$ cat src/alu_params.svh
// ALU core parameters
// data width, shift-amount width and the extended adder width

`ifndef ALU_PARAMS_SVH
`define ALU_PARAMS_SVH

//////////////////////////////////////////////////
// datapath widths
//////////////////////////////////////////////////

// data word width
`define ALU_WIDTH 32

// msb index of a data word, the sign bit
`define ALU_MSB (`ALU_WIDTH - 1)

// shift amount, low bits of operand b
`define ALU_SHAMT_WIDTH 5

// adder width with the carry-in bit below the lsb
`define ALU_EXT_WIDTH 33

// operator encoding width
`define ALU_OP_WIDTH 5

`endif

$ cat src/alu_pkg.sv
// ALU core package
// operator encoding, word types, request/control structs and controller states

`include "alu_params.svh"

package alu_pkg;

  //////////////////////////////////////////////////
  // operators
  //////////////////////////////////////////////////

  typedef enum logic [`ALU_OP_WIDTH-1:0] {
    ALU_ADD,
    ALU_SUB,
    ALU_XOR,
    ALU_OR,
    ALU_AND,
    ALU_SLL,
    ALU_SRL,
    ALU_SRA,
    ALU_ROL,
    ALU_ROR,
    ALU_EQ,
    ALU_NE,
    ALU_LT,
    ALU_LTU,
    ALU_GE,
    ALU_GEU,
    ALU_SLT,
    ALU_SLTU
  } alu_op_e;

  // one data word
  typedef logic [`ALU_WIDTH-1:0] alu_word_t;
  // shift amount
  typedef logic [`ALU_SHAMT_WIDTH-1:0] alu_shamt_t;

  // incoming request, 69 bits
  typedef struct packed {
    alu_op_e   operator;
    alu_word_t operand_a;
    alu_word_t operand_b;
  } alu_req_t;

  //////////////////////////////////////////////////
  // decoded control
  //////////////////////////////////////////////////

  // result source
  typedef enum logic [1:0] {
    RES_ADD,
    RES_LOGIC,
    RES_SHIFT,
    RES_CMP
  } alu_res_sel_e;

  // comparison flavour applied to the ge/eq flags
  typedef enum logic [1:0] {
    CMP_EQ,
    CMP_NE,
    CMP_GE,
    CMP_LT
  } alu_cmp_mode_e;

  // bitwise function
  typedef enum logic [1:0] {
    LOGIC_AND,
    LOGIC_OR,
    LOGIC_XOR
  } alu_logic_op_e;

  typedef struct packed {
    logic          adder_negate;
    logic          cmp_signed;
    alu_cmp_mode_e cmp_mode;
    logic          shift_left;
    logic          shift_arith;
    // shift by 32 minus the amount
    logic          shift_compl;
    alu_logic_op_e logic_op;
    alu_res_sel_e  res_sel;
    // load the rotation intermediate register
    logic          imd_we;
    // or the intermediate value into the shift result
    logic          rot_merge;
    // last execute cycle, capture the result
    logic          result_en;
  } alu_ctrl_t;

  // sequencing FSM
  typedef enum logic [1:0] {
    ST_IDLE,
    ST_EXEC,
    ST_ROT2
  } alu_state_e;

endpackage

$ cat src/alu_adder_cmp.sv
// ALU adder and comparator
// 33-bit add with carry-in slot, optional negation of operand b,
// signed/unsigned compare derived from the difference

`timescale 1ns/100ps

`include "alu_params.svh"

module alu_adder_cmp import alu_pkg::*; (
  input  alu_ctrl_t ctrl_i,
  input  alu_word_t operand_a_i,
  input  alu_word_t operand_b_i,
  output alu_word_t adder_result_o,
  output logic      cmp_result_o
);

  //////////////////////////////////////////////////
  // adder
  //////////////////////////////////////////////////

  logic [`ALU_EXT_WIDTH-1:0] adder_in_a;
  logic [`ALU_EXT_WIDTH-1:0] adder_in_b;
  logic [`ALU_EXT_WIDTH-1:0] adder_sum;
  logic                      is_equal;
  logic                      is_ge;

  // lsb of a is a constant one, so an inverted b gets its +1 for free
  assign adder_in_a = {operand_a_i, 1'b1};
  // inverting {b,0} yields {~b,1}, the carry then ripples into bit 1
  assign adder_in_b = ctrl_i.adder_negate ? ~{operand_b_i, 1'b0} : {operand_b_i, 1'b0};

  assign adder_sum      = adder_in_a + adder_in_b;
  // drop the carry-in slot
  assign adder_result_o = adder_sum[`ALU_EXT_WIDTH-1:1];

  //////////////////////////////////////////////////
  // comparison
  //////////////////////////////////////////////////

  // a - b == 0
  assign is_equal = (adder_result_o == '0);

  always_comb begin
    // same msb, the difference cannot overflow so its sign decides
    if (operand_a_i[`ALU_MSB] == operand_b_i[`ALU_MSB]) begin
      is_ge = ~adder_result_o[`ALU_MSB];
    end else begin
      // msbs differ: unsigned a wins if its msb is set, signed is the opposite
      is_ge = operand_a_i[`ALU_MSB] ^ ctrl_i.cmp_signed;
    end
  end

  always_comb begin
    unique case (ctrl_i.cmp_mode)
      CMP_EQ:  cmp_result_o = is_equal;
      CMP_NE:  cmp_result_o = ~is_equal;
      CMP_GE:  cmp_result_o = is_ge;
      CMP_LT:  cmp_result_o = ~is_ge;
      default: cmp_result_o = is_equal;
    endcase
  end

endmodule

$ cat src/alu_shifter.sv
// ALU shifter
// one 33-bit arithmetic right shifter, left shifts go through bit reversal
// before and after, rotations use it twice with plain and complement amounts

`timescale 1ns/100ps

`include "alu_params.svh"

module alu_shifter import alu_pkg::*; (
  input  alu_ctrl_t ctrl_i,
  input  alu_word_t operand_a_i,
  input  alu_word_t operand_b_i,
  output alu_word_t shift_result_o
);

  alu_shamt_t                 shamt;
  logic [`ALU_SHAMT_WIDTH:0]  shamt_compl;
  alu_word_t                  operand_a_rev;
  alu_word_t                  shift_in;
  logic [`ALU_WIDTH:0]        shift_ext;
  alu_word_t                  shift_out;

  //////////////////////////////////////////////////
  // shift amount
  //////////////////////////////////////////////////

  // 32 - amount, only the low bits are kept so amount 0 stays 0
  assign shamt_compl = (`ALU_SHAMT_WIDTH+1)'(`ALU_WIDTH)
                     - {1'b0, operand_b_i[`ALU_SHAMT_WIDTH-1:0]};

  assign shamt = ctrl_i.shift_compl ? shamt_compl[`ALU_SHAMT_WIDTH-1:0]
                                    : operand_b_i[`ALU_SHAMT_WIDTH-1:0];

  //////////////////////////////////////////////////
  // input reversal
  //////////////////////////////////////////////////

  for (genvar i = 0; i < `ALU_WIDTH; i++) begin : gen_rev_a
    assign operand_a_rev[i] = operand_a_i[`ALU_MSB-i];
  end

  assign shift_in = ctrl_i.shift_left ? operand_a_rev : operand_a_i;

  //////////////////////////////////////////////////
  // right shift and output reversal
  //////////////////////////////////////////////////

  always_comb begin
    // extension bit carries the sign for sra, zero otherwise
    shift_ext = $signed({ctrl_i.shift_arith & shift_in[`ALU_MSB], shift_in}) >>> shamt;
    shift_out = shift_ext[`ALU_WIDTH-1:0];

    if (ctrl_i.shift_left) begin
      // swap neighbouring bits, then pairs, nibbles, bytes and halves
      shift_out = ((shift_out & 32'h5555_5555) << 1)
                | ((shift_out & 32'haaaa_aaaa) >> 1);
      shift_out = ((shift_out & 32'h3333_3333) << 2)
                | ((shift_out & 32'hcccc_cccc) >> 2);
      shift_out = ((shift_out & 32'h0f0f_0f0f) << 4)
                | ((shift_out & 32'hf0f0_f0f0) >> 4);
      shift_out = ((shift_out & 32'h00ff_00ff) << 8)
                | ((shift_out & 32'hff00_ff00) >> 8);
      shift_out = ((shift_out & 32'h0000_ffff) << 16)
                | ((shift_out & 32'hffff_0000) >> 16);
    end
  end

  assign shift_result_o = shift_out;

endmodule

$ cat src/alu_result_sel.sv
// ALU result stage
// bitwise logic, rotation intermediate register, result mux and
// the registered result with its valid pulse

`timescale 1ns/100ps

`include "alu_params.svh"

module alu_result_sel import alu_pkg::*; (
  input  logic      clk_i,
  input  logic      arst_n_i,
  input  alu_ctrl_t ctrl_i,
  input  alu_word_t operand_a_i,
  input  alu_word_t operand_b_i,
  input  alu_word_t adder_result_i,
  input  logic      cmp_result_i,
  input  alu_word_t shift_result_i,
  output alu_word_t result_o,
  output logic      result_valid_o
);

  alu_word_t logic_result;
  alu_word_t imd_q;
  alu_word_t rot_result;
  alu_word_t result_d;
  alu_word_t result_q;
  logic      result_valid_q;

  //////////////////////////////////////////////////
  // bitwise logic
  //////////////////////////////////////////////////

  always_comb begin
    unique case (ctrl_i.logic_op)
      LOGIC_AND: logic_result = operand_a_i & operand_b_i;
      LOGIC_OR:  logic_result = operand_a_i | operand_b_i;
      default:   logic_result = operand_a_i ^ operand_b_i;
    endcase
  end

  // first rotation half, kept until the second cycle
  always_ff @(posedge clk_i) begin
    if (ctrl_i.imd_we) begin
      imd_q <= shift_result_i;
    end
  end

  // second half merged in, both halves cover disjoint bits
  assign rot_result = ctrl_i.rot_merge ? (shift_result_i | imd_q) : shift_result_i;

  //////////////////////////////////////////////////
  // result mux and register
  //////////////////////////////////////////////////

  always_comb begin
    unique case (ctrl_i.res_sel)
      RES_ADD:   result_d = adder_result_i;
      RES_LOGIC: result_d = logic_result;
      RES_SHIFT: result_d = rot_result;
      default:   result_d = {{(`ALU_WIDTH-1){1'b0}}, cmp_result_i};
    endcase
  end

  always_ff @(posedge clk_i or negedge arst_n_i) begin
    if (!arst_n_i) begin
      result_q       <= '0;
      result_valid_q <= 1'b0;
    end else begin
      // valid is high only in the cycle after the last execute cycle
      result_valid_q <= ctrl_i.result_en;
      if (ctrl_i.result_en) begin
        result_q <= result_d;
      end
    end
  end

  assign result_o       = result_q;
  assign result_valid_o = result_valid_q;

endmodule

$ cat src/alu_ctrl.sv
// ALU controller
// captures a request, decodes the operator into datapath control and
// steps one execute cycle, or two for rotations

`timescale 1ns/100ps

module alu_ctrl import alu_pkg::*; (
  input  logic      clk_i,
  input  logic      arst_n_i,
  input  logic      req_valid_i,
  input  alu_req_t  req_i,
  output logic      busy_o,
  output alu_ctrl_t ctrl_o,
  output alu_word_t operand_a_o,
  output alu_word_t operand_b_o
);

  alu_state_e state_q;
  alu_state_e state_d;
  alu_req_t   req_q;
  logic       accept;
  logic       is_rot;
  logic       first_cycle;
  logic       last_cycle;

  //////////////////////////////////////////////////
  // request register
  //////////////////////////////////////////////////

  // requests arriving while busy are dropped
  assign accept = req_valid_i && (state_q == ST_IDLE);

  always_ff @(posedge clk_i) begin
    if (accept) begin
      req_q <= req_i;
    end
  end

  assign operand_a_o = req_q.operand_a;
  assign operand_b_o = req_q.operand_b;

  //////////////////////////////////////////////////
  // sequencing FSM
  //////////////////////////////////////////////////

  assign is_rot      = (req_q.operator == ALU_ROL) || (req_q.operator == ALU_ROR);
  assign first_cycle = (state_q == ST_EXEC);
  assign last_cycle  = is_rot ? (state_q == ST_ROT2) : first_cycle;

  always_comb begin
    state_d = state_q;
    unique case (state_q)
      ST_IDLE: if (accept) state_d = ST_EXEC;
      ST_EXEC: state_d = is_rot ? ST_ROT2 : ST_IDLE;
      ST_ROT2: state_d = ST_IDLE;
      default: state_d = ST_IDLE;
    endcase
  end

  always_ff @(posedge clk_i or negedge arst_n_i) begin
    if (!arst_n_i) begin
      state_q <= ST_IDLE;
    end else begin
      state_q <= state_d;
    end
  end

  assign busy_o = (state_q != ST_IDLE);

  //////////////////////////////////////////////////
  // operator decode
  //////////////////////////////////////////////////

  always_comb begin
    ctrl_o = '0;
    // everything stays quiet while idle
    if (busy_o) begin
      ctrl_o.result_en = last_cycle;
      unique case (req_q.operator)
        ALU_ADD: ctrl_o.res_sel = RES_ADD;
        ALU_SUB: begin
          ctrl_o.adder_negate = 1'b1;
          ctrl_o.res_sel      = RES_ADD;
        end
        ALU_AND: ctrl_o.res_sel = RES_LOGIC;
        ALU_OR: begin
          ctrl_o.logic_op = LOGIC_OR;
          ctrl_o.res_sel  = RES_LOGIC;
        end
        ALU_XOR: begin
          ctrl_o.logic_op = LOGIC_XOR;
          ctrl_o.res_sel  = RES_LOGIC;
        end
        ALU_SLL: begin
          ctrl_o.shift_left = 1'b1;
          ctrl_o.res_sel    = RES_SHIFT;
        end
        ALU_SRL: ctrl_o.res_sel = RES_SHIFT;
        ALU_SRA: begin
          ctrl_o.shift_arith = 1'b1;
          ctrl_o.res_sel     = RES_SHIFT;
        end
        // rol: a << b first, then a >> (32 - b); ror the other way round
        ALU_ROL, ALU_ROR: begin
          ctrl_o.shift_left  = (req_q.operator == ALU_ROL) ? first_cycle : !first_cycle;
          ctrl_o.shift_compl = !first_cycle;
          ctrl_o.imd_we      = first_cycle;
          ctrl_o.rot_merge   = !first_cycle;
          ctrl_o.res_sel     = RES_SHIFT;
        end
        default: begin
          // comparisons, all use a - b
          ctrl_o.adder_negate = 1'b1;
          ctrl_o.res_sel      = RES_CMP;
          ctrl_o.cmp_signed   = (req_q.operator == ALU_LT) || (req_q.operator == ALU_GE)
                             || (req_q.operator == ALU_SLT);
          unique case (req_q.operator)
            ALU_EQ:          ctrl_o.cmp_mode = CMP_EQ;
            ALU_NE:          ctrl_o.cmp_mode = CMP_NE;
            ALU_GE, ALU_GEU: ctrl_o.cmp_mode = CMP_GE;
            default:         ctrl_o.cmp_mode = CMP_LT;
          endcase
        end
      endcase
    end
  end

endmodule

$ cat src/alu_core.sv
// ALU core top level
// controller plus adder/comparator, shifter and result stage

`timescale 1ns/100ps

module alu_core import alu_pkg::*; (
  input  logic      clk_i,
  input  logic      arst_n_i,
  input  logic      req_valid_i,
  input  alu_req_t  req_i,
  output logic      busy_o,
  output logic      result_valid_o,
  output alu_word_t result_o
);

  alu_ctrl_t ctrl;
  alu_word_t operand_a;
  alu_word_t operand_b;
  alu_word_t adder_result;
  logic      cmp_result;
  alu_word_t shift_result;

  //////////////////////////////////////////////////
  // control
  //////////////////////////////////////////////////

  alu_ctrl u_alu_ctrl (
    .clk_i       (clk_i),
    .arst_n_i    (arst_n_i),
    .req_valid_i (req_valid_i),
    .req_i       (req_i),
    .busy_o      (busy_o),
    .ctrl_o      (ctrl),
    .operand_a_o (operand_a),
    .operand_b_o (operand_b)
  );

  //////////////////////////////////////////////////
  // datapath
  //////////////////////////////////////////////////

  alu_adder_cmp u_alu_adder_cmp (
    .ctrl_i         (ctrl),
    .operand_a_i    (operand_a),
    .operand_b_i    (operand_b),
    .adder_result_o (adder_result),
    .cmp_result_o   (cmp_result)
  );

  alu_shifter u_alu_shifter (
    .ctrl_i         (ctrl),
    .operand_a_i    (operand_a),
    .operand_b_i    (operand_b),
    .shift_result_o (shift_result)
  );

  // registered result and valid pulse
  alu_result_sel u_alu_result_sel (
    .clk_i          (clk_i),
    .arst_n_i       (arst_n_i),
    .ctrl_i         (ctrl),
    .operand_a_i    (operand_a),
    .operand_b_i    (operand_b),
    .adder_result_i (adder_result),
    .cmp_result_i   (cmp_result),
    .shift_result_i (shift_result),
    .result_o       (result_o),
    .result_valid_o (result_valid_o)
  );

endmodule

$ cat config.mk
export PLATFORM = sky130hd
export DESIGN_NAME = alu_core
export DESIGN_NICKNAME = d
export VERILOG_FILES = /design/src/alu_pkg.sv /design/src/alu_adder_cmp.sv /design/src/alu_shifter.sv /design/src/alu_result_sel.sv /design/src/alu_ctrl.sv /design/src/alu_core.sv
export VERILOG_INCLUDE_DIRS = /design/src
export SDC_FILE = /design/constraint.sdc
export NUM_CORES = 1
export LEC_CHECK = 0
export BUFFER_PORTS_ARGS = -buffer_cell sky130_fd_sc_hd__buf_2
export CORE_ASPECT_RATIO = 1.2
export CORE_MARGIN = 2
export CORE_UTILIZATION = 40
export DETAILED_ROUTE_END_ITERATION = 8
export GPL_ROUTABILITY_DRIVEN = 0
export PLACE_DENSITY = 0.66
export SYNTH_ARGS = -nofsm -noshare
export SYNTH_HDL_FRONTEND = slang
export SYNTH_SLANG_ARGS = --single-unit
$ cat constraint.sdc
create_clock -name clk_i -period 4.86 [get_ports clk_i]
set_input_delay 0.972 -clock clk_i [delete_from_list [all_inputs] [get_ports clk_i]]
set_output_delay 0.972 -clock clk_i [all_outputs]
set_load 0.02 [all_outputs]
======== Yosys cells after proc, flatten, opt, wreduce, memory -nomap -nowiden ========
Index checks and enable logic that the tools add are counted.
cells by class
  add/sub/neg operators ................... 2
  equal/unequal tests ..................... 25
  shifts and indexed selects .............. 1
  muxes and demuxes ....................... 24
  bitwise operators ....................... 15
  reduce and logical (&&, ||, !) cells .... 19
operators by type and width
  kind                                            number
  two-way mux 32 bit                              3
  case mux 32 bit (3 select lines)                1
  OR 32 bit                                       2
  case mux 32 bit (2 select lines)                1
  == test 5 x 4 -> 1 bit (second input constant)  7
  adder 33 bit                                    1
  two-way mux 33 bit                              1
  NOT 33 bit                                      1
  >>> shifter 33 x 5 -> 32 bit                    1
  bitwise AND 32 bit                              1
  zero test 32 bit                                1
  OR 32 x 16 -> 32 bit                            1
  OR 32 x 24 -> 32 bit                            1
  OR 32 x 28 -> 32 bit                            1
  OR 32 x 30 -> 32 bit                            1
  OR 32 x 31 -> 32 bit                            1
  XOR 32 bit                                      1
  == test 5 x 3 -> 1 bit (second input constant)  4
  two-way mux 14 bit                              1
  case mux 2 bit (3 select lines)                 2
  == test 5 x 2 -> 1 bit (second input constant)  2
  OR reduction 10 bit                             1
  OR reduction 9 bit                              1
  == test 2 x 1 -> 1 bit (second input constant)  4
  25 further kinds                                45
word-level totals
  register bits after elaboration ......... 136
  input bits .............................. 72
  output and inout bits ................... 34
  logic and storage cells ................. 93

======== Longest topological paths before layout ========
Gate-level depths: netlist of the first run.
  depth in word-level cells ............... 17
  gate-level depth with buffers ........... 20
  mapped depth without buffers ............ 16

======== By module ========
From an unflattened synthesis of the first run, not the netlist that was laid out.
second synthesis, totals
  cell total of the unflattened synthesis .. 1,299
  area total of the unflattened synthesis .. 12,534.5 µm²
by module, submodules not included
  module          times used  cells each  area an instance (µm²)  sequential area each (µm²)
  alu_result_sel  1           495         4,707.0                 1,786.7
  alu_ctrl        1           181         2,882.8                 2,122.0
  alu_shifter     1           310         2,713.9                 0.0
  alu_adder_cmp   1           313         2,230.9                 0.0

======== Least setup slack after synthesis of the first run ========
OpenSTA, ideal clock, no wires.
  path type ............................... flip-flop to flip-flop
  start point ............................. register u_alu_ctrl.req_q[65] in the netlist's numbering
  end point ............................... register u_alu_result_sel.result_q[0] (netlist: u_alu_result_sel.result_o[0])
  library setup time ...................... 139 ps
  data arrival time ....................... 4,659 ps
  required time ........................... 4,721 ps
  setup slack ............................. 61 ps
  stages on the path, launching flop included .. 20
  clock period less this slack ............ 4,799 ps
  path through ............................ edfxtp_1 -> buf_6 -> or4b_4 -> buf_6 -> o211a_1 -> clkbuf_1 -> buf_1 -> xnor2_1 -> ha_1 -> a21oi_1 -> and3_1 -> a21o_1 -> a31oi_1 -> or3_1 -> a2111oi_0 -> nand4_1 -> or4_1 -> o31ai_2 -> xnor2_1 -> a31oi_1
between the ends
  longest elaborated chain between the ends .. 16
  elaborated cells between the ends (all ways) .. 70
  those cells by class .................... 1 x add/sub; 21 x eq/ne; 1 x shift; 21 x mux; 11 x bitwise; 15 x reduce/logical
ends and longest elaborated chain
  item                                                                   RTL line                                         text
  start, declared                                                        alu_ctrl.sv:20                                   alu_req_t req_q;
  start signal, assigned                                                 alu_ctrl.sv:35                                   req_q <= req_i;
  == test 5 x 4 -> 1 bit (on tied branches)                              alu_ctrl.sv:46, alu_ctrl.sv:79, alu_ctrl.sv:105
  two-way mux 1 bit / OR reduction 2 bit (equally long branches)         --
  case mux 1 bit (2 select lines)                                        alu_ctrl.sv:79                                   unique case (req_q.operator)
  two-way mux 14 bit (*)                                                 alu_ctrl.sv:77                                   if (busy_o) begin
  parallel branches: the longest is 12 deep, another holds adder 33 bit  --
  end signal, assigned                                                   alu_result_sel.sv:72                             result_q <= result_d;
  end, declared                                                          alu_result_sel.sv:26                             alu_word_t result_q;
Every way passes the cells marked *.
A chain may end at the register's enable or synchronous reset.

======== Worst setup path after layout of the first run ========
  start point ............................. register u_alu_ctrl.req_q[65] in the netlist's numbering
  end point ............................... register u_alu_result_sel.result_q[28] (netlist: u_alu_result_sel.result_o[28])
between the ends
  longest elaborated chain between the ends .. 16
  elaborated cells between the ends (all ways) .. 47
  those cells by class .................... 1 x add/sub; 12 x eq/ne; 1 x shift; 17 x mux; 7 x bitwise; 9 x reduce/logical
ends and longest elaborated chain
  item                                                            RTL line                                         text
  == test 5 x 4 -> 1 bit (on tied branches)                       alu_ctrl.sv:46, alu_ctrl.sv:79, alu_ctrl.sv:105
  two-way mux 1 bit / OR reduction 2 bit (equally long branches)  --
  case mux 1 bit (2 select lines)                                 alu_ctrl.sv:79
  two-way mux 14 bit (*)                                          alu_ctrl.sv:77
  two-way mux 32 bit                                              alu_shifter.sv:42                                assign shift_in = ctrl_i.shift_left ? operand_a_rev : operand_a_i;
  bitwise AND 1 bit                                               alu_shifter.sv:50                                shift_ext = $signed({ctrl_i.shift_arith & shift_in[`ALU_MSB], shift_in}) >>> shamt;
  >>> shifter 33 x 5 -> 32 bit                                    alu_shifter.sv:50
  OR 32 x 31 -> 32 bit                                            alu_shifter.sv:56                                | ((shift_out & 32'haaaa_aaaa) >> 1);
  OR 32 x 30 -> 32 bit                                            alu_shifter.sv:58                                | ((shift_out & 32'hcccc_cccc) >> 2);
  OR 32 x 28 -> 32 bit                                            alu_shifter.sv:60                                | ((shift_out & 32'hf0f0_f0f0) >> 4);
  OR 32 x 24 -> 32 bit                                            alu_shifter.sv:62                                | ((shift_out & 32'hff00_ff00) >> 8);
  OR 32 x 16 -> 32 bit                                            alu_shifter.sv:64                                | ((shift_out & 32'hffff_0000) >> 16);
  two-way mux 32 bit                                              alu_shifter.sv:53                                if (ctrl_i.shift_left) begin
  OR 32 bit                                                       alu_result_sel.sv:49                             assign rot_result = ctrl_i.rot_merge ? (shift_result_i | imd_q) : shift_result_i;
  two-way mux 32 bit                                              alu_result_sel.sv:49
  case mux 32 bit (3 select lines)                                alu_result_sel.sv:56                             unique case (ctrl_i.res_sel)
Mark *: on every way between the ends. The rest lies on a longest branch, timed or not.

==> results of run 1 <==
[cell families after synthesis]
group / after synthesis
flops: 136
mux: 132
compound gates: 404
simple gates: 351
fa+ha+maj: 99
buf+inv: 166
xor+xnor: 64
[what timing repair did]
action	CTS	global route
endpoints found under the setup margin	0	2
buffers inserted	0	3
gates resized for setup	0	10
[path summary, 6_finish.rpt]
check / start / end / slack (ns) / depth (start not counted)
min reg2reg: u_alu_result_sel.imd_q[4] / u_alu_result_sel.result_o[4] / 0.50 / 2
min in group asynchronous: arst_n_i / u_alu_result_sel.result_o[4] / 0.62 / 1
max in group asynchronous: arst_n_i / u_alu_result_sel.result_o[21] / 3.69 / 1
max: u_alu_ctrl.req_q[65] / u_alu_result_sel.result_o[28] / 0.23 / 12
max reg2reg: u_alu_ctrl.req_q[65] / u_alu_result_sel.result_o[28] / 0.23 / 12
min: u_alu_result_sel.imd_q[4] / u_alu_result_sel.result_o[4] / 0.50 / 2
[layout by cell type (no fill, tap or decap), drive strengths merged, types with 31 or more instances in the layout]
cell,count
buf,171
mux2i,97
edfxtp,101
a211oi,31
a21oi,100
xnor2,49
ha,99
a21o,36
nand2,114
o21ai,89
nor2,101
inv,93
dfrtp,35
[synth_stat cells (6+ instances only)]
master     number  area (sq um)
o21ai_0        68         340.3
o21a_1          7         52.55
dfrtp_1        35         875.8
o221ai_1       15         131.4
nor4_1          8         50.05
o211ai_1       14         105.1
nand4_1        16         100.1
xnor2_1        48         420.4
nand3_1        21         105.1
a31oi_1         9         56.30
mux2_2          8         90.09
nor2_1        101         379.1
inv_1          81         304.0
o21ai_1        20         100.1
a22oi_1         6         45.04
buf_2          10         50.05
clkbuf_1       62         232.7
a222oi_1        9         90.09
and2_1         15         93.84
xor2_1         15         131.4
nand2_1       114         427.9
or3_1           8         50.05
a211oi_1       31         232.7
nor3_1         19         95.09
nand2b_1        6         37.54
a21oi_1        97         485.5
a2111oi_0       6         52.55
buf_1           7         26.28
edfxtp_1      101          3033
o22ai_1        16         100.1
mux2i_1        93         930.9
mux4_2         24         540.5
a21o_1         36         270.3
ha_1           99          1239
and3_1         16         100.1
[worst register-to-register path, stage by stage (launching register included)]
cell	delay, ns
edfxtp_1	0.40
or4b_4	0.53
buf_4	0.19
nor3_4	0.31
a21o_2	0.41
mux2i_1	0.40
mux2i_1	0.23
mux2_2	0.33
a222oi_1	0.61
mux2i_1	0.25
mux2_2	0.37
a221oi_2	0.37
o21ai_1	0.10
[metrics by stage]
step           setup WS [ns]  power, mW  area (sq um)
2_1_floorplan        0.06133      2.629         12460
3_3_place_gp          0.2154      3.192         13630
3_5_place_dp         0.07849      3.214         13630
4_1_cts              0.06885      4.605         14240
5_1_grt             -0.05363      4.866         14300
6_report              0.2265      4.639         14300
[layer usage]
metal  vias to the layer above  part of all wire, %  GRT usage [%]
met5                         -                0.030              0
met4                         2                  6.2          15.17
met3                       107                  9.0          4.892
met2                       622                   45          41.33
met1                      5381                   40          35.10
li1                       5292                    -              -
[final cells by class]
type,count,area [sq um]
repair buffers,171,1033
clock inverters,14,161.4
inverters,82,307.8
fillers,2867,16260
flip-flops and latches,136,3909
multi-input cells,1050,7946
well taps,396,495.5
clock buffers,18,450.4
[flip-flops by register name, summed over array words and instances (netlist names)]
register and cells:
u_alu_ctrl.operand_a_o 32, u_alu_ctrl.state_q 2, u_alu_result_sel.imd_q 32, u_alu_result_sel.result_o 32
u_alu_result_sel.result_valid_o 1, u_alu_ctrl.req_q 5, u_alu_ctrl.operand_b_o 32
[power by group through the flow]
stage	Sequential (mW)	Clock, mW	Combinational, mW
finish	1.49	1.39	1.76
CTS	1.49	1.41	1.71
global placement	1.51	0	1.68
global route	1.50	1.46	1.91
floorplan	1.57	0	1.06
detailed placement	1.51	0	1.70
==> flow_summary_export.csv, run 1 <==
group,metric,value,unit
detailed_routing,routed_wl,42670,um
die,fp.dieArea,32580,sq um
run,drv_cap,0,
sta,setup_viol,0,
sta,slew_headroom,12.47,%
sta,skew,0.01654,ns
grt,grt_antenna_before_repair,1,
layout,finalNonFillerCells,1867,
clock_tree,path_clk_slew,0.07,ns
yosys,synth-simple-area-share,13.34,%
grt,grt_max_degree,67,
sta,final-max-slew-violation-count,0,
die,chipHeight,197.3,um
clock_tree,clock-sinks,136,
sta,whs,0.4965,ns
setup_path,cpPeakStageDelay,0.61,ns
clock_tree,cts_buffers,17,
setup_path,startpoint_type,"register",
layout,area_growth,14.83,%
yosys,synthArstFlopShare,25.74,%
grt,grt_pass1_wl,65130,um
setup_path,critPathMaxFanout,13,
pwr,p_sw_share,39.29,%
die,rows,70,
clock_tree,cts-htree-levels,4,
yosys,synth_top_family_by_area,"compound AO/OA/AOI/OAI gates",
setup_path,crit_chain,"or4b_4, buf_4, nor3_4, a21o_2, mux2i_1, mux2i_1, mux2_2, a222oi_1, mux2i_1, mux2_2, a221oi_2, o21ai_1",
yosys,synth_warnings,0,
pwr,vdd_ir_drop_max,0.0002506,V
yosys,synth_xor_area_share,4.560,%
yosys,synth_flop_cell,"edfxtp_1",
setup_path,critPathTopFamily,"multiplexers",
grt,track_usage,26.75,%
layout,layout.nets,1629,
layout,fin_util,46.79,%
yosys,ys_ff_latch,136,
layout,num_antenna_cells,0,
place,dp_cells,1832,
pwr,sequentialPowerShare,32.2,%
die,die_width,165.1,um
yosys,syn_avg_cell_area,9.214,sq um
yosys,synth_fp_nets,1523,
yosys,synthMuxAreaShare,13.47,%
die,initial_utilization,40.75,%
sta,period_minus_slack,4.633,ns
setup_path,cp_common_cell,"mux2i_1",
run_status,status,"finished clean",
die,fp.coreArea,30570,sq um
detailed_routing,wire_per_inst,22.86,um
sta,setup_tns,0,ns
sta,finalCritPeriodShare,95.34,%
clock_tree,cts_tree,"done",
sta,hold_violations,0,
detailed_routing,via_count,11400,
detailed_routing,drc_errors,0,
setup_path,slowest_stage,"a222oi_1",
yosys,synth_compound_area_share,21.84,%
sta,fmax,215.8,MHz
detailed_routing,viasPerCell,6.108,
pwr,power_density,324.3,nW/um^2
layout,drive_gt1_share,18.97,%
place,place_hpwl,33700,um
clock_tree,insertion_delay,0.44,ns
yosys,synth_area,12460,sq um
grt,grt_pass1_vias,10890,
detailed_routing,drtAntennaViolNets,0,
sta,tightest_slew,1.303,ns
pwr,intPower,2.816,mW
clock_tree,clockBufferDepth,2,
setup_path,endpoint_kind,"register",
yosys,ys_types,87,
detailed_routing,first_pass_iters,5,
detailed_routing,drtIter0Drc,1284,
pwr,switchingPower,1.823,mW
die,io_pins,106,
setup_path,critPathBufInv,1,
setup_path,required,5.17,ns
yosys,synth_edf_count,101,
grt,gr-total-overflow,0,
pwr,combPwrFrac,37.9,%
pwr,p_clk_share,29.9,%
place,io_buffers,105,
yosys,seq_area_frac_synth,31.38,%
setup_path,critical_path_class,"register to register",
pwr,p_leak,6.102,nW
clock_tree,root_buffer,"clkbuf_16",
setup_path,cp.arrival,4.94,ns
yosys,synth_cells,1352,
clock_tree,cts.hold.buffers_added,0,
min_path,worstHoldPathType,"register to register",
yosys,synth_fa_ha_area_share,9.944,%
Note: power is estimated with default switching activity, not from simulation.
==> inputs of run 2 (changes only) <==
--- a/config.mk
+++ b/config.mk
@@ -8,7 +8,6 @@
 export LEC_CHECK = 0
 export BUFFER_PORTS_ARGS = -buffer_cell sky130_fd_sc_hd__buf_2
 export CORE_ASPECT_RATIO = 1.2
-export CORE_MARGIN = 2
 export CORE_UTILIZATION = 40
 export DETAILED_ROUTE_END_ITERATION = 8
 export GPL_ROUTABILITY_DRIVEN = 0
==> flow_summary_export.csv, run 2 (synthesized netlist as in run 1, its figures left out) <==
group,metric,value,unit
layout,regArea,3909,sq um
die,initial_utilization,40.75,%
layout,finalNonFillerCells,1857,
sta,setup_viol,0,
pwr,p_leak,6.058,nW
detailed_routing,viasPerCell,6.200,
sta,finalCritPeriodShare,94.93,%
sta,hold_violations,0,
detailed_routing,routed_wl,42050,um
layout,fillers,2866,
clock_tree,clock-sinks,136,
clock_tree,cts_tree,"done",
layout,layout.nets,1619,
grt,grt_pass1_wl,63420,um
sta,tightest_slew,1.270,ns
setup_path,cpPeakStageDelay,0.83,ns
setup_path,critPathMaxFanout,17,
sta,setup_tns,0,ns
grt,grt_antenna_before_repair,0,
sta,slew_headroom,14.84,%
setup_path,startpoint_type,"register",
clock_tree,path_clk_slew,0.07,ns
grt,track_usage,26.59,%
layout,drive_gt1_share,18.55,%
sta,period_minus_slack,4.613,ns
sta,rsz0062_at_grt,"false",
run_status,status,"finished clean",
grt,grt_pass1_vias,10590,
pwr,vdd_ir_drop_max,0.0002187,V
setup_path,slowest_stage,"nor4b_1",
detailed_routing,via_count,11510,
clock_tree,cts-htree-levels,4,
detailed_routing,wire_per_inst,22.65,um
layout,area_growth,14.43,%
setup_path,endpoint_kind,"register",
detailed_routing,drtIter0Drc,1412,
setup_path,reg2reg_depth,12,
setup_path,cp_common_cell,"mux2i_1",
clock_tree,cts.hold.buffers_added,0,
layout,layout_common_cells,"114 x nand2_1, 105 x buf_2, 101 x edfxtp_1",
clock_tree,clockBufferDepth,2,
die,io_pins,106,
detailed_routing,drtAntennaViolNets,0,
setup_path,crit_chain,"buf_4, nor4b_1, and3_1, or2_1, buf_4, mux4_2, mux2i_1, mux2i_1, mux2i_1, a21o_1, a2111oi_0, nor3_1",
die,fp.dieArea,31850,sq um
die,rows,70,
layout,fin_util,46.64,%
place,dp_cells,1824,
clock_tree,insertion_delay,0.45,ns
min_path,worstHoldPathType,"register to register",
die,chipHeight,195.3,um
grt,grt_max_degree,67,
run,drv_cap,0,
sta,final-max-slew-violation-count,0,
min_path,holdPathStages,2,
place,io_buffers,105,
setup_path,critical_path_class,"register to register",
place,place_hpwl,33020,um
layout,multi_input_area,7968,sq um
setup_path,required,5.21,ns
layout,num_antenna_cells,0,
detailed_routing,drc_errors,0,
clock_tree,cts_buffers,17,
pwr,power_density,323.5,nW/um^2
setup_path,cp.arrival,4.97,ns
setup_path,r2r_slack,0.25,ns
layout,layout_commonest_cell,"nand2_1",
pwr,power.total,4.612,mW
sta,fmax,216.8,MHz
sta,skew,0.01823,ns
detailed_routing,first_pass_iters,6,
die,fp.coreArea,30570,sq um
grt,gr-total-overflow,0,
clock_tree,root_buffer,"clkbuf_16",
die,die_width,163.1,um
[run 2: cell count changes in the layout (fill, tap and decap cells not counted), sizes merged]
| cell | before | now |
|---|---|---|
| buf | 171 | 161 |
| clkinv | 2 | 4 |
| inv | 93 | 91 |
[run 2: critical path: cells and delay by family (launching register included)]
kind	cells	cell delay (ns)
multiplexers	4	1.34
AO/OA/AOI/OAI	2	0.29
flip-flops	1	0.40
AND/OR/NAND/NOR	4	1.98
buffers and inverters	2	0.52
[run 2: final timing paths]
| path | startpoint | end |
|---|---|---|
| worst max-delay path | u_alu_ctrl.req_q[66] | u_alu_result_sel.result_o[30] |
| worst min-delay path | u_alu_result_sel.imd_q[4] | u_alu_result_sel.result_o[4] |
| worst max register to register | u_alu_ctrl.req_q[66] | u_alu_result_sel.result_o[30] |
| worst min register to register | u_alu_result_sel.imd_q[4] | u_alu_result_sel.result_o[4] |
| max in group asynchronous | arst_n_i | u_alu_result_sel.result_o[20] |
| min in group asynchronous | arst_n_i | u_alu_result_sel.result_o[5] |
[run 2: layout make-up]
class | count | area share, %
sequential | 136 | 27.42
inverter | 82 | 2.159
tap | 396 | 3.476
multi-input combinational | 1050 | 55.89
clock inverter | 14 | 1.167
clock buffer | 18 | 3.160
timing repair buffer | 161 | 6.723
[run 2: layer usage]
layer,share of wire (%),track usage [%],vias up
met5,0,0,-
li1,-,-,5281
met2,44,41.29,683
met3,8.4,3.760,130
met4,6.2,14.36,0
met1,41,35.55,5419
[run 2: through the flow]
| step | area, sq um | hold WS, ns | worst slack (ns) |
|---|---|---|---|
| global placement | 13570 | 0.4530 | 0.1604 |
| CTS | 14200 | 0.4761 | 0.03815 |
| floorplan | 12460 | 0.4437 | 0.06133 |
| detailed placement | 13570 | 0.4638 | 0.02825 |
| global route | 14250 | 0.5107 | 0.006420 |
| finish | 14250 | 0.4802 | 0.2465 |
[run 2: where the power goes]
part           switching, mW  internal [mW]  leakage [nW]
clock                  0.616          0.767         0.305
sequential             0.117           1.38          1.40
combinational           1.07          0.659          4.36
[run 2: what timing repair did]
item / CTS / global route
setup buffers: 0 / 1
endpoints found under the setup margin: 1 / 1
gates resized for setup: 2 / 12
pin swaps: 0 / 1
